[src/hw/rv_defs.svh]
`ifndef RV_DEFS_SVH
`define RV_DEFS_SVH

// Hardware threads
// Power of two and at least 4, so a thread's writeback
// always lands before that thread is fetched again
`define RV_NUM_THREADS 4

// Data and PC word width
`define RV_XLEN 32

// Word address width of one thread's ROM region
`define RV_ROM_AW 6

`endif

[src/hw/rv_pkg.sv]
`default_nettype none

`include "rv_defs.svh"

package rv_pkg;

  // Basic words and indices
  typedef logic [`RV_XLEN-1:0] word_t;
  typedef logic [4:0] reg_idx_t;
  typedef logic [$clog2(`RV_NUM_THREADS)-1:0] thread_t;
  typedef logic [`RV_ROM_AW-1:0] rom_addr_t;

  // --------------------
  // ALU operations, PASS_B serves LUI
  typedef enum logic [2:0] {
    ALU_ADD    = 3'd0,
    ALU_SUB    = 3'd1,
    ALU_AND    = 3'd2,
    ALU_OR     = 3'd3,
    ALU_XOR    = 3'd4,
    ALU_SLT    = 3'd5,
    ALU_SLTU   = 3'd6,
    ALU_PASS_B = 3'd7
  } alu_op_t;

  // Writeback source
  typedef enum logic [0:0] {
    WB_ALU  = 1'b0,
    WB_LINK = 1'b1
  } wb_sel_t;

  // Branch condition
  typedef enum logic [2:0] {
    BR_NONE = 3'd0,
    BR_EQ   = 3'd1,
    BR_NE   = 3'd2,
    BR_LT   = 3'd3,
    BR_GE   = 3'd4
  } br_cond_t;

  // --------------------
  // Major opcodes of the kept subset
  typedef enum logic [6:0] {
    OPC_OP     = 7'b0110011,
    OPC_OP_IMM = 7'b0010011,
    OPC_LUI    = 7'b0110111,
    OPC_JAL    = 7'b1101111,
    OPC_BRANCH = 7'b1100011
  } opcode_t;

endpackage

`default_nettype wire

[src/hw/thread_fetch.sv]
`timescale 1ns/1ps
`default_nettype none

`include "rv_defs.svh"

module thread_fetch (
  input  wire                    clk,
  input  wire                    reset,
  // Next PC from writeback
  input  wire                    i_pc_wr_en,
  input  wire rv_pkg::thread_t   i_pc_wr_thread,
  input  wire rv_pkg::word_t     i_pc_wr_data,
  // ROM request
  output logic                   o_rom_en,
  output rv_pkg::thread_t        o_rom_thread,
  output rv_pkg::rom_addr_t      o_rom_addr,
  // Slot, aligned with the returning instruction
  output logic                   o_slot_valid,
  output rv_pkg::thread_t        o_slot_thread,
  output rv_pkg::word_t          o_slot_pc
);

  localparam int NT = `RV_NUM_THREADS;

  logic            start;
  rv_pkg::thread_t thread_cnt;
  rv_pkg::word_t   pc_table [NT];
  rv_pkg::word_t   cur_pc;

  // --------------------
  // Thread counter
  // start rises one cycle after reset release, first fetch is thread 0
  always_ff @(posedge clk) begin
    if (reset) begin
      start      <= 1'b0;
      thread_cnt <= '0;
    end else begin
      start <= 1'b1;
      // Power-of-two count, wraps on its own
      if (start) begin
        thread_cnt <= thread_cnt + 1'b1;
      end
    end
  end

  // --------------------
  // PC per thread
  always_ff @(posedge clk) begin
    if (reset) begin
      for (int t = 0; t < NT; t++) begin
        pc_table[t] <= '0;
      end
    end else if (i_pc_wr_en) begin
      pc_table[i_pc_wr_thread] <= i_pc_wr_data;
    end
  end

  assign cur_pc = pc_table[thread_cnt];

  // Word address within the thread region
  assign o_rom_en     = start;
  assign o_rom_thread = thread_cnt;
  assign o_rom_addr   = cur_pc[`RV_ROM_AW+1:2];

  // One cycle delay to meet the synchronous ROM data
  always_ff @(posedge clk) begin
    if (reset) begin
      o_slot_valid  <= 1'b0;
      o_slot_thread <= '0;
    end else begin
      o_slot_valid  <= start;
      o_slot_thread <= thread_cnt;
    end
  end

  always_ff @(posedge clk) begin
    o_slot_pc <= cur_pc;
  end

endmodule

`default_nettype wire

[config.mk]
export PLATFORM = sky130hd
export DESIGN_NAME = thread_fetch
export DESIGN_NICKNAME = d
export VERILOG_FILES = /design/src/hw/rv_pkg.sv /design/src/hw/thread_fetch.sv
export VERILOG_INCLUDE_DIRS = /design/src /design/src/hw
export SDC_FILE = /design/constraint.sdc
export NUM_CORES = 1
export LEC_CHECK = 0
export CAP_MARGIN = 5
export CORE_ASPECT_RATIO = 0.9
export CORE_MARGIN = 2
export CORE_UTILIZATION = 55
export DETAILED_ROUTE_END_ITERATION = 8
export DONT_BUFFER_PORTS = 1
export GPL_TIMING_DRIVEN = 0
export HOLD_SLACK_MARGIN = 0.02
export PLACE_DENSITY = 0.73
export SYNTH_ARGS = -nofsm -noshare
export SYNTH_HDL_FRONTEND = slang
export SYNTH_SLANG_ARGS = --single-unit
[constraint.sdc]
create_clock -name clk -period 7.45 [get_ports clk]
set_input_delay 1.49 -clock clk [delete_from_list [all_inputs] [get_ports clk]]
set_output_delay 1.49 -clock clk [all_outputs]
set_load 0.01 [all_outputs]
==> results of run 1 <==
==> per-stage QoR <==
step	util	cells	total power, mW	worst slack [ns]	area (um2)
after floorplan	-	375	1.26	3.07	6540
after global placement	0.584	531	1.29	1.26	6730
after detailed placement	0.591	533	1.30	4.57	6810
after CTS	0.639	565	2.12	4.13	7370
final	0.639	565	2.10	4.17	7370
after global routing	0.639	565	2.17	4.10	7370
==> cell usage after synthesis, types with 2 or more instances <==
cell type	n	area [um2]
sky130_fd_sc_hd__edfxtp_1	128	3840
sky130_fd_sc_hd__buf_2	6	30.0
sky130_fd_sc_hd__clkbuf_1	3	11.3
sky130_fd_sc_hd__nor2_1	2	7.51
sky130_fd_sc_hd__nor2b_1	3	18.8
sky130_fd_sc_hd__o21ai_0	2	10.0
sky130_fd_sc_hd__and2_1	128	801
sky130_fd_sc_hd__buf_4	6	45.0
sky130_fd_sc_hd__buf_6	11	124
sky130_fd_sc_hd__dfxtp_1	40	801
sky130_fd_sc_hd__mux4_2	32	721
sky130_fd_sc_hd__inv_1	2	7.51
==> sequential cells by signal, summed over array words and instances (netlist names), named ones only <==
signal and flops:
pc_table 128, o_rom_thread 2, o_slot_valid 1, o_rom_en 1
o_slot_thread 2, o_slot_pc 32
==> path summary, 6_finish.rpt <==
path                        start               end  slack [ns]  depth (start not counted)
setup / recovery         register     o_rom_addr[5]        4.17                          4
hold / removal    o_rom_thread[1]  o_slot_thread[1]        0.54                          1
setup reg to reg         register      o_slot_pc[9]        6.11                          3
hold reg to reg   o_rom_thread[1]  o_slot_thread[1]        0.54                          1
==> per-layer routing <==
metal / vias up / wire length (um)
li1: 1402 / -
met1: 1524 / 4480
met2: 79 / 5910
met3: 19 / 670
met4: 0 / 203
met5: - / 0
==> kinds of logic (layout without fill, tap and decap cells) <==
logic type / after synthesis / after routing / share of synthesized area
flops: 168 / 168 / 0.711
compound gates: 5 / 5 / 0.00517
simple gates: 141 / 141 / 0.139
xor+xnor: 1 / 1 / 0.00134
mux: 32 / 32 / 0.110
buf+inv: 28 / 62 / 0.0333
==> worst max-delay path, cell delays in order, from the launching register on <==
cell and delay (ns):
sky130_fd_sc_hd__dfxtp_1 0.32, sky130_fd_sc_hd__buf_6 0.13, sky130_fd_sc_hd__buf_6 0.19, sky130_fd_sc_hd__mux4_2 0.54, sky130_fd_sc_hd__buf_4 0.16
==> power groups by stage <==
stage          Combinational (mW)  Sequential (mW)  Clock (mW)
3_5_place_dp                0.140             1.16           0
4_1_cts                     0.140             1.14       0.839
6_report                    0.137             1.14       0.826
5_1_grt                     0.148             1.15       0.875
2_1_floorplan               0.106             1.15           0
3_3_place_gp                0.132             1.16           0
==> cell type report <==
cell class	count	area, um2	share of cell area
flip-flops and latches	168	4640	0.630
clock inverters	11	105	0.0143
repair buffers	2	55.1	0.00747
well taps	156	195	0.0265
plain buffers	26	210	0.0285
clock buffers	21	450	0.0611
inverters	2	7.51	0.00102
multi-input cells	179	1700	0.231
==> report_table.html, run 1 <==
<table>
<tr><th>Metric</th><th>Value</th></tr>
<tr><th colspan="2">Outcome</th></tr>
<tr><td>Outcome</td><td>finished clean</td></tr>
<tr><th colspan="2">Critical path</th></tr>
<tr><td>Capturing element type of the critical path</td><td>output port</td></tr>
<tr><td>Required @ worst endpoint</td><td>5.96 ns</td></tr>
<tr><td>Top fanout value on the critical path</td><td>10</td></tr>
<tr><td>Worst Path Class, Setup</td><td>reg2out</td></tr>
<tr><td>Kind of start point of the critical path</td><td>register</td></tr>
<tr><td>Arrival time reported for the critical path endpoint</td><td>1.79 ns</td></tr>
<tr><th colspan="2">Timing</th></tr>
<tr><td>Hold Violations, Final</td><td>0</td></tr>
<tr><td>Setup clock skew after layout</td><td>0.00534 ns</td></tr>
<tr><td>Actual slew at the worst max-slew pin</td><td>1.02 ns</td></tr>
<tr><td>Fraction of the cycle the final worst path needs</td><td>0.440</td></tr>
<tr><td>Final hold slack</td><td>0.537 ns</td></tr>
<tr><td>Total negative slack</td><td>0 ns</td></tr>
<tr><td>Max Freq</td><td>305 MHz</td></tr>
<tr><td>Worst max-slew margin expressed relative to the limit</td><td>0.319</td></tr>
<tr><td>Slew Viols, Final</td><td>0</td></tr>
<tr><td>RSZ-0062 raised after global routing</td><td>no</td></tr>
<tr><td>Shortest clock period the worst path allows after layout</td><td>3.28 ns</td></tr>
<tr><td>Count of endpoints failing setup in the final report</td><td>0</td></tr>
<tr><th colspan="2">Clocking</th></tr>
<tr><td>Clock Tree Buf Depth</td><td>2</td></tr>
<tr><td>H-Tree Level Count</td><td>4</td></tr>
<tr><td>Number of cells upsized or downsized after cts</td><td>0</td></tr>
<tr><td>TritonCTS clock tree</td><td>done</td></tr>
<tr><td>Insertion delay of the later-clocked pin in the worst-skew pair</td><td>0.42 ns</td></tr>
<tr><td>CTS root buf</td><td>sky130_fd_sc_hd__clkbuf_16</td></tr>
<tr><td>Clock-pin slew of the registers on the worst-case setup and hold paths</td><td>0.06 ns</td></tr>
<tr><td>Post-CTS repair timing setup buffer count</td><td>0</td></tr>
<tr><td>Clk sink count</td><td>168</td></tr>
<tr><td>Hold buffer count at cts</td><td>0</td></tr>
<tr><td>Number of buffers created by CTS</td><td>17</td></tr>
<tr><th colspan="2">Global routing</th></tr>
<tr><td>Number of antenna violations at the first check in global routing</td><td>0</td></tr>
<tr><td>Met3 usage in global routing</td><td>0.0588</td></tr>
<tr><td>Most Used Layer, Global Route</td><td>met2</td></tr>
<tr><td>Total congestion overflow</td><td>0</td></tr>
<tr><td>First-pass GRT wire length</td><td>17.4 mm</td></tr>
<tr><td>GR met2 Demand/Resource</td><td>0.330</td></tr>
<tr><td>Via count of the first global-routing pass</td><td>3,276</td></tr>
<tr><td>Largest net degree at the start of global routing</td><td>33</td></tr>
<tr><td>GRT Util Overall</td><td>0.193</td></tr>
<tr><td>GR Util met1</td><td>0.225</td></tr>
<tr><th colspan="2">Routing</th></tr>
<tr><td>Routed wire length</td><td>11.3 mm</td></tr>
<tr><td>Final routed wire length divided by cell count</td><td>19.9 um</td></tr>
<tr><td>Number of iterations in the first detailed-routing pass</td><td>4</td></tr>
<tr><td>Vias per std cell</td><td>5.35</td></tr>
<tr><td>Count of nets left with antenna violations after detail routing</td><td>0</td></tr>
<tr><td>Detailed Route Iter0 Violations</td><td>243</td></tr>
<tr><td>Number of DRC violations after detailed routing</td><td>0</td></tr>
<tr><td>Via total after detailed routing</td><td>3,024</td></tr>
<tr><th colspan="2">Floorplanning</th></tr>
<tr><td>Die outline area</td><td>12,800 um2</td></tr>
<tr><td>Number of rows in the core area</td><td>37</td></tr>
<tr><td>Overall die width</td><td>119 um</td></tr>
<tr><td>Number of placed I/O pins</td><td>81</td></tr>
<tr><td>Initial Util</td><td>0.567</td></tr>
<tr><td>Total core area</td><td>11,500 um2</td></tr>
<tr><td>Die height</td><td>107 um</td></tr>
<tr><th colspan="2">Final layout</th></tr>
<tr><td>Signed area change from the synthesized netlist to the final layout</td><td>12.7%</td></tr>
<tr><td>Final layout net count</td><td>433</td></tr>
<tr><td>Number of filler cells placed in the layout</td><td>799</td></tr>
<tr><td>Most frequent cells in the layout</td><td>128 x sky130_fd_sc_hd__and2_1, 128 x sky130_fd_sc_hd__edfxtp_1, 40 x sky130_fd_sc_hd__dfxtp_1, 32 x sky130_fd_sc_hd__mux4_2, 17 x sky130_fd_sc_hd__clkbuf_16</td></tr>
<tr><td>Diode count</td><td>0</td></tr>
<tr><td>Layout cell share with drive strength beyond 1</td><td>0.220</td></tr>
<tr><th colspan="2">Power and ir drop</th></tr>
<tr><td>Pwr per Cell Area</td><td>285 nW/um2</td></tr>
<tr><td>Switching power</td><td>0.437 mW</td></tr>
<tr><td>Power share of the clock group</td><td>0.393</td></tr>
<tr><td>Leakage Power</td><td>2.64 nW</td></tr>
<tr><td>Net Sw Frac</td><td>0.208</td></tr>
<tr><td>Gate power share</td><td>0.065</td></tr>
<tr><td>Share of total power in sequential cells</td><td>0.542</td></tr>
<tr><td>Cell-internal power</td><td>1.66 mW</td></tr>
<tr><td>IR Drop Worst-Case VDD</td><td>159 uV</td></tr>
<tr><th colspan="2">Yosys</th></tr>
<tr><td>Async set-or-reset flop fraction in the synthesized netlist</td><td>0</td></tr>
<tr><td>Mean Syn Cell Area</td><td>17.4 um2</td></tr>
<tr><td>Number of nets in the synthesized netlist</td><td>412</td></tr>
<tr><td>Post-synthesis cell area</td><td>6540 um2</td></tr>
<tr><td>Sequential area share after synthesis</td><td>0.711</td></tr>
<tr><td>Total of warnings raised by yosys</td><td>0</td></tr>
<tr><td>EDFF count, synth</td><td>128</td></tr>
<tr><td>Flip-flop and latch count after synthesis</td><td>168</td></tr>
<tr><td>Number of instances in the synthesized netlist</td><td>375</td></tr>
<tr><td>Dominant synthesized flop cell</td><td>sky130_fd_sc_hd__edfxtp_1</td></tr>
<tr><td>Number of library cell types mapped by synthesis</td><td>24</td></tr>
<tr><th colspan="2">Hold path</th></tr>
<tr><td>Hold Path Class</td><td>reg2reg</td></tr>
<tr><th colspan="2">Placed design</th></tr>
<tr><td>DP HPWL</td><td>6.82 mm</td></tr>
<tr><td>Placer Congestion</td><td>0.708</td></tr>
<tr><td>Total of buffers placed on input and output ports</td><td>0</td></tr>
<tr><th colspan="2">Run</th></tr>
<tr><td>Max-Cap Viols</td><td>0</td></tr>
</table>
No activity file was read; power rests on OpenSTA's default activity.
==> run 2: changes to the inputs <==
--- a/config.mk
+++ b/config.mk
@@ -6,6 +6,7 @@
 export SDC_FILE = /design/constraint.sdc
 export NUM_CORES = 1
 export LEC_CHECK = 0
+export ABC_AREA = 1
 export CAP_MARGIN = 5
 export CORE_ASPECT_RATIO = 0.9
 export CORE_MARGIN = 2
@@ -14,7 +15,7 @@
 export DONT_BUFFER_PORTS = 1
 export GPL_TIMING_DRIVEN = 0
 export HOLD_SLACK_MARGIN = 0.02
-export PLACE_DENSITY = 0.73
+export PLACE_DENSITY = 0.76
 export SYNTH_ARGS = -nofsm -noshare
 export SYNTH_HDL_FRONTEND = slang
 export SYNTH_SLANG_ARGS = --single-unit
==> constraint.sdc (replaced) <==
create_clock -name clk -period 2.65 [get_ports clk]
set_input_delay 0.53 -clock clk [delete_from_list [all_inputs] [get_ports clk]]
set_output_delay 0.53 -clock clk [all_outputs]
set_load 0.01 [all_outputs]
==> run 2 against run 1 <==
Final area increased by 6.5%. Cell count rose by 68%. Combinational power increased to 3.7 times the previous value. Count of clock-buffer cells in the layout is the same. Clock power rose to 2.8 times the previous value. Critical path type unchanged.
==> report_table.html, run 2 <==
<table>
<tr><th>Metric</th><th>Value</th></tr>
<tr><th colspan="2">Outcome</th></tr>
<tr><td>Outcome</td><td>finished clean (unchanged)</td></tr>
<tr><th colspan="2">Timing</th></tr>
<tr><td>RSZ-0062 raised after global routing</td><td>no (unchanged)</td></tr>
<tr><td>Worst max-slew margin expressed relative to the limit</td><td>0.368 (was 0.319)</td></tr>
<tr><td>Shortest clock period the worst path allows after layout</td><td>2.35 ns</td></tr>
<tr><td>Fraction of the cycle the final worst path needs</td><td>0.887</td></tr>
<tr><td>Hold Violations, Final</td><td>0 (unchanged)</td></tr>
<tr><td>Count of endpoints failing setup in the final report</td><td>0 (unchanged)</td></tr>
<tr><td>Slew Viols, Final</td><td>0 (unchanged)</td></tr>
<tr><td>Final setup margin</td><td>0.300 ns (was 4.17 ns)</td></tr>
<tr><td>Actual slew at the worst max-slew pin</td><td>0.945 ns (was 1.02 ns)</td></tr>
<tr><td>Setup clock skew after layout</td><td>0.00726 ns (was 0.00534 ns)</td></tr>
<tr><td>Total negative slack</td><td>0 ns (unchanged)</td></tr>
<tr><td>Max Freq</td><td>425 MHz</td></tr>
<tr><td>Final hold slack</td><td>0.167 ns (was 0.537 ns)</td></tr>
<tr><th colspan="2">Power and ir drop</th></tr>
<tr><td>Pwr per Cell Area</td><td>768 nW/um2 (was 285 nW/um2)</td></tr>
<tr><td>IR Drop Worst-Case VDD</td><td>552 uV (was 159 uV)</td></tr>
<tr><td>Total power</td><td>6.03 mW (was 2.10 mW)</td></tr>
<tr><td>Leakage Power</td><td>3.67 nW (was 2.64 nW)</td></tr>
<tr><th colspan="2">Floorplanning</th></tr>
<tr><td>Initial Util</td><td>0.560 (was 0.567)</td></tr>
<tr><td>Total core area</td><td>12,600 um2 (was 11,500 um2)</td></tr>
<tr><td>Die height</td><td>111 um (was 107 um)</td></tr>
<tr><td>Number of placed I/O pins</td><td>81 (unchanged)</td></tr>
<tr><td>Overall die width</td><td>123 um (was 119 um)</td></tr>
<tr><td>Number of rows in the core area</td><td>39 (was 37)</td></tr>
<tr><td>Die outline area</td><td>13,800 um2 (was 12,800 um2)</td></tr>
<tr><th colspan="2">Global routing</th></tr>
<tr><td>GRT Util Overall</td><td>0.236 (was 0.193)</td></tr>
<tr><td>First-pass GRT wire length</td><td>24.0 mm (was 17.4 mm)</td></tr>
<tr><td>Largest net degree at the start of global routing</td><td>33 (unchanged)</td></tr>
<tr><td>Total congestion overflow</td><td>0 (unchanged)</td></tr>
<tr><td>Via count of the first global-routing pass</td><td>4,865 (was 3,276)</td></tr>
<tr><td>Number of antenna violations at the first check in global routing</td><td>0 (unchanged)</td></tr>
<tr><th colspan="2">Placed design</th></tr>
<tr><td>Post-place instance area</td><td>7300 um2 (was 6810 um2)</td></tr>
<tr><td>Worst setup slack after placement</td><td>0.315 ns (was 4.57 ns)</td></tr>
<tr><td>Placer Congestion</td><td>0.815 (was 0.708)</td></tr>
<tr><td># placed instances</td><td>916 (was 533)</td></tr>
<tr><td>Total of buffers placed on input and output ports</td><td>0 (unchanged)</td></tr>
<tr><td>DP HPWL</td><td>9.41 mm (was 6.82 mm)</td></tr>
<tr><th colspan="2">Yosys</th></tr>
<tr><td>Fraction of the mapped netlist area in compound gates</td><td>0.00284 (was 0.00517)</td></tr>
<tr><td>Post-synthesis cell area</td><td>7060 um2 (was 6540 um2)</td></tr>
<tr><td>Mean Syn Cell Area</td><td>9.39 um2 (was 17.4 um2)</td></tr>
<tr><td>Number of nets in the synthesized netlist</td><td>788 (was 412)</td></tr>
<tr><td>Mux cell area share after synthesis</td><td>0 (was 0.110)</td></tr>
<tr><td>Largest family of logic cells by synthesized area</td><td>simple AND/OR/NAND/NOR gates (unchanged)</td></tr>
<tr><td>EDFF count, synth</td><td>128 (unchanged)</td></tr>
<tr><td>Dominant synthesized flop cell</td><td>sky130_fd_sc_hd__edfxtp_1 (unchanged)</td></tr>
<tr><td>Area share of fa/ha/maj cells after synthesis</td><td>0 (unchanged)</td></tr>
<tr><td>Total of warnings raised by yosys</td><td>0 (unchanged)</td></tr>
<tr><td>Leading post-synthesis cells by instance count</td><td>167 x sky130_fd_sc_hd__nand2_1, 166 x sky130_fd_sc_hd__inv_1, 128 x sky130_fd_sc_hd__edfxtp_1 (was 128 x sky130_fd_sc_hd__and2_1, 128 x sky130_fd_sc_hd__edfxtp_1, 40 x sky130_fd_sc_hd__dfxtp_1)</td></tr>
<tr><td>Number of instances in the synthesized netlist</td><td>751 (was 375)</td></tr>
<tr><td>Async set-or-reset flop fraction in the synthesized netlist</td><td>0 (unchanged)</td></tr>
<tr><td>Sequential area share after synthesis</td><td>0.658 (was 0.711)</td></tr>
<tr><td>Most repeated cell in the gate-level netlist after synthesis</td><td>sky130_fd_sc_hd__nand2_1</td></tr>
<tr><td>Synth Area in XOR/XNOR</td><td>0 (was 0.00134)</td></tr>
<tr><td>Synth area leaders</td><td>sky130_fd_sc_hd__edfxtp_1 54%, sky130_fd_sc_hd__dfxtp_1 11%, sky130_fd_sc_hd__nand2_1 8.9% (was sky130_fd_sc_hd__edfxtp_1 59%, sky130_fd_sc_hd__and2_1 12%, sky130_fd_sc_hd__dfxtp_1 12%)</td></tr>
<tr><td>Post-Synth Simple-Gate Area</td><td>0.216 (was 0.139)</td></tr>
<tr><td>Area share of the largest cell type after synthesis</td><td>0.545 (was 0.588)</td></tr>
<tr><td>Number of library cell types mapped by synthesis</td><td>17 (was 24)</td></tr>
<tr><td>Flip-flop and latch count after synthesis</td><td>168 (unchanged)</td></tr>
<tr><td>Leading area contributor after synthesis</td><td>sky130_fd_sc_hd__edfxtp_1 (unchanged)</td></tr>
<tr><th colspan="2">Routing</th></tr>
<tr><td>Number of iterations in the first detailed-routing pass</td><td>6 (was 4)</td></tr>
<tr><td>Detailed Route Iter0 Violations</td><td>462 (was 243)</td></tr>
<tr><td>Number of DRC violations after detailed routing</td><td>0 (unchanged)</td></tr>
<tr><td>Vias per std cell</td><td>5.14 (was 5.35)</td></tr>
<tr><td>Count of nets left with antenna violations after detail routing</td><td>0 (unchanged)</td></tr>
<tr><td>Routed wire length</td><td>15.4 mm (was 11.3 mm)</td></tr>
<tr><td>Final routed wire length divided by cell count</td><td>16.2 um (was 19.9 um)</td></tr>
<tr><td>Via total after detailed routing</td><td>4,869 (was 3,024)</td></tr>
<tr><th colspan="2">Final layout</th></tr>
<tr><td>Layout cell share with drive strength beyond 1</td><td>0.0893 (was 0.220)</td></tr>
<tr><td>Largest registers</td><td>pc_table x128, o_slot_pc x32 (unchanged)</td></tr>
<tr><td>Layout Utilization</td><td>0.623 (was 0.639)</td></tr>
<tr><td>Most frequent cells in the layout</td><td>166 x sky130_fd_sc_hd__inv_1, 164 x sky130_fd_sc_hd__nand2_1, 128 x sky130_fd_sc_hd__edfxtp_1, 101 x sky130_fd_sc_hd__nor2_1, 66 x sky130_fd_sc_hd__nand3_1 (was 128 x sky130_fd_sc_hd__and2_1, 128 x sky130_fd_sc_hd__edfxtp_1, 40 x sky130_fd_sc_hd__dfxtp_1, 32 x sky130_fd_sc_hd__mux4_2, 17 x sky130_fd_sc_hd__clkbuf_16)</td></tr>
<tr><td>Final Instance Count excl. Fillers</td><td>948 (was 565)</td></tr>
<tr><td>Largest register by flop count</td><td>pc_table (unchanged)</td></tr>
<tr><td>Fin area</td><td>7850 um2 (was 7370 um2)</td></tr>
<tr><td>Diode count</td><td>0 (unchanged)</td></tr>
<tr><td>Number of flip-flops under the largest register name</td><td>128 (unchanged)</td></tr>
<tr><td>Commonest non-fill, non-tap cell in the layout</td><td>sky130_fd_sc_hd__inv_1</td></tr>
<tr><td>Signed area change from the synthesized netlist to the final layout</td><td>11.2% (was 12.7%)</td></tr>
<tr><td>Final layout net count</td><td>808 (was 433)</td></tr>
<tr><th colspan="2">Clocking</th></tr>
<tr><td>TritonCTS clock tree</td><td>done (unchanged)</td></tr>
<tr><td>Number of cells upsized or downsized after cts</td><td>0 (unchanged)</td></tr>
<tr><td>Clock Tree Buf Depth</td><td>2 (unchanged)</td></tr>
<tr><td>CTS root buf</td><td>sky130_fd_sc_hd__clkbuf_16 (unchanged)</td></tr>
<tr><td>Clock-pin slew of the registers on the worst-case setup and hold paths</td><td>0.06 ns (about the same)</td></tr>
<tr><td>H-Tree Level Count</td><td>4 (unchanged)</td></tr>
<tr><td>Clk sink count</td><td>168 (unchanged)</td></tr>
<tr><td>Hold buffer count at cts</td><td>0 (unchanged)</td></tr>
<tr><td>Insertion delay of the later-clocked pin in the worst-skew pair</td><td>0.43 ns (was 0.42 ns)</td></tr>
<tr><td>Number of buffers created by CTS</td><td>17 (unchanged)</td></tr>
<tr><td>Post-CTS repair timing setup buffer count</td><td>0 (unchanged)</td></tr>
<tr><th colspan="2">Critical path</th></tr>
<tr><td>Kind of start point of the critical path</td><td>register (unchanged)</td></tr>
<tr><td>Capturing element type of the critical path</td><td>output port (unchanged)</td></tr>
<tr><td>Top fanout value on the critical path</td><td>10 (unchanged)</td></tr>
<tr><td>Required @ worst endpoint</td><td>2.12 ns (was 5.96 ns)</td></tr>
<tr><td>Arrival time reported for the critical path endpoint</td><td>1.82 ns (was 1.79 ns)</td></tr>
<tr><td>Worst Path Class, Setup</td><td>reg2out (unchanged)</td></tr>
<tr><th colspan="2">Hold path</th></tr>
<tr><td>Hold Path Class</td><td>in2reg (was reg2reg)</td></tr>
<tr><th colspan="2">Run</th></tr>
<tr><td>Max-Cap Viols</td><td>0 (unchanged)</td></tr>
</table>
## run 2: area by class of cell
cell class                      count  area, um2
Fill cell                         996       4740
Sequential cell                   168       4640
Multi-Input combinational cell    373       1560
Inverter                          169        634
Clock buffer                       21        440
Buffer                             41        234
Tap cell                          164        205
Clock inverter                     11        108
Timing Repair Buffer                1       20.0
## run 2: cells by family after synthesis
kind of cell | count (synthesis)
AND/OR/NAND/NOR | 369
buffers and inverters | 210
flip-flops | 168
AO/OA/AOI/OAI | 4
## run 2: worst paths after layout
check                  start          endpoint  slack [ns]  depth (start not counted)
max                 register     o_rom_addr[0]        0.30                          6
max reg2reg         register     o_slot_pc[22]        1.18                          5
min                    reset          register        0.17                          1
min reg2reg  o_rom_thread[1]  o_slot_thread[1]        0.52                          2
## run 2: worst max-delay path: stages (launching register included)
cell and delay, ns:
sky130_fd_sc_hd__dfxtp_1 0.33, sky130_fd_sc_hd__inv_2 0.17, sky130_fd_sc_hd__clkbuf_1 0.46, sky130_fd_sc_hd__nand2_1 0.10, sky130_fd_sc_hd__nand3_1 0.09, sky130_fd_sc_hd__nand2_1 0.08
sky130_fd_sc_hd__buf_4 0.15
## run 2: report_power, final
part | internal (mW) | total (mW) | switching [mW]
clock network | 1.37 | 2.35 | 0.976
logic | 0.146 | 0.504 | 0.357
registers | 3.07 | 3.18 | 0.108
total | 4.59 | 6.03 | 1.44
## run 2: per-layer routing
metal | track usage | up-vias | part of all wire
li1 | - | 2347 | -
met1 | 0.306 | 2312 | 0.42
met2 | 0.381 | 179 | 0.50
met3 | 0.0558 | 31 | 0.067
met4 | 0.0955 | 0 | 0.019
met5 | 0 | - | 0
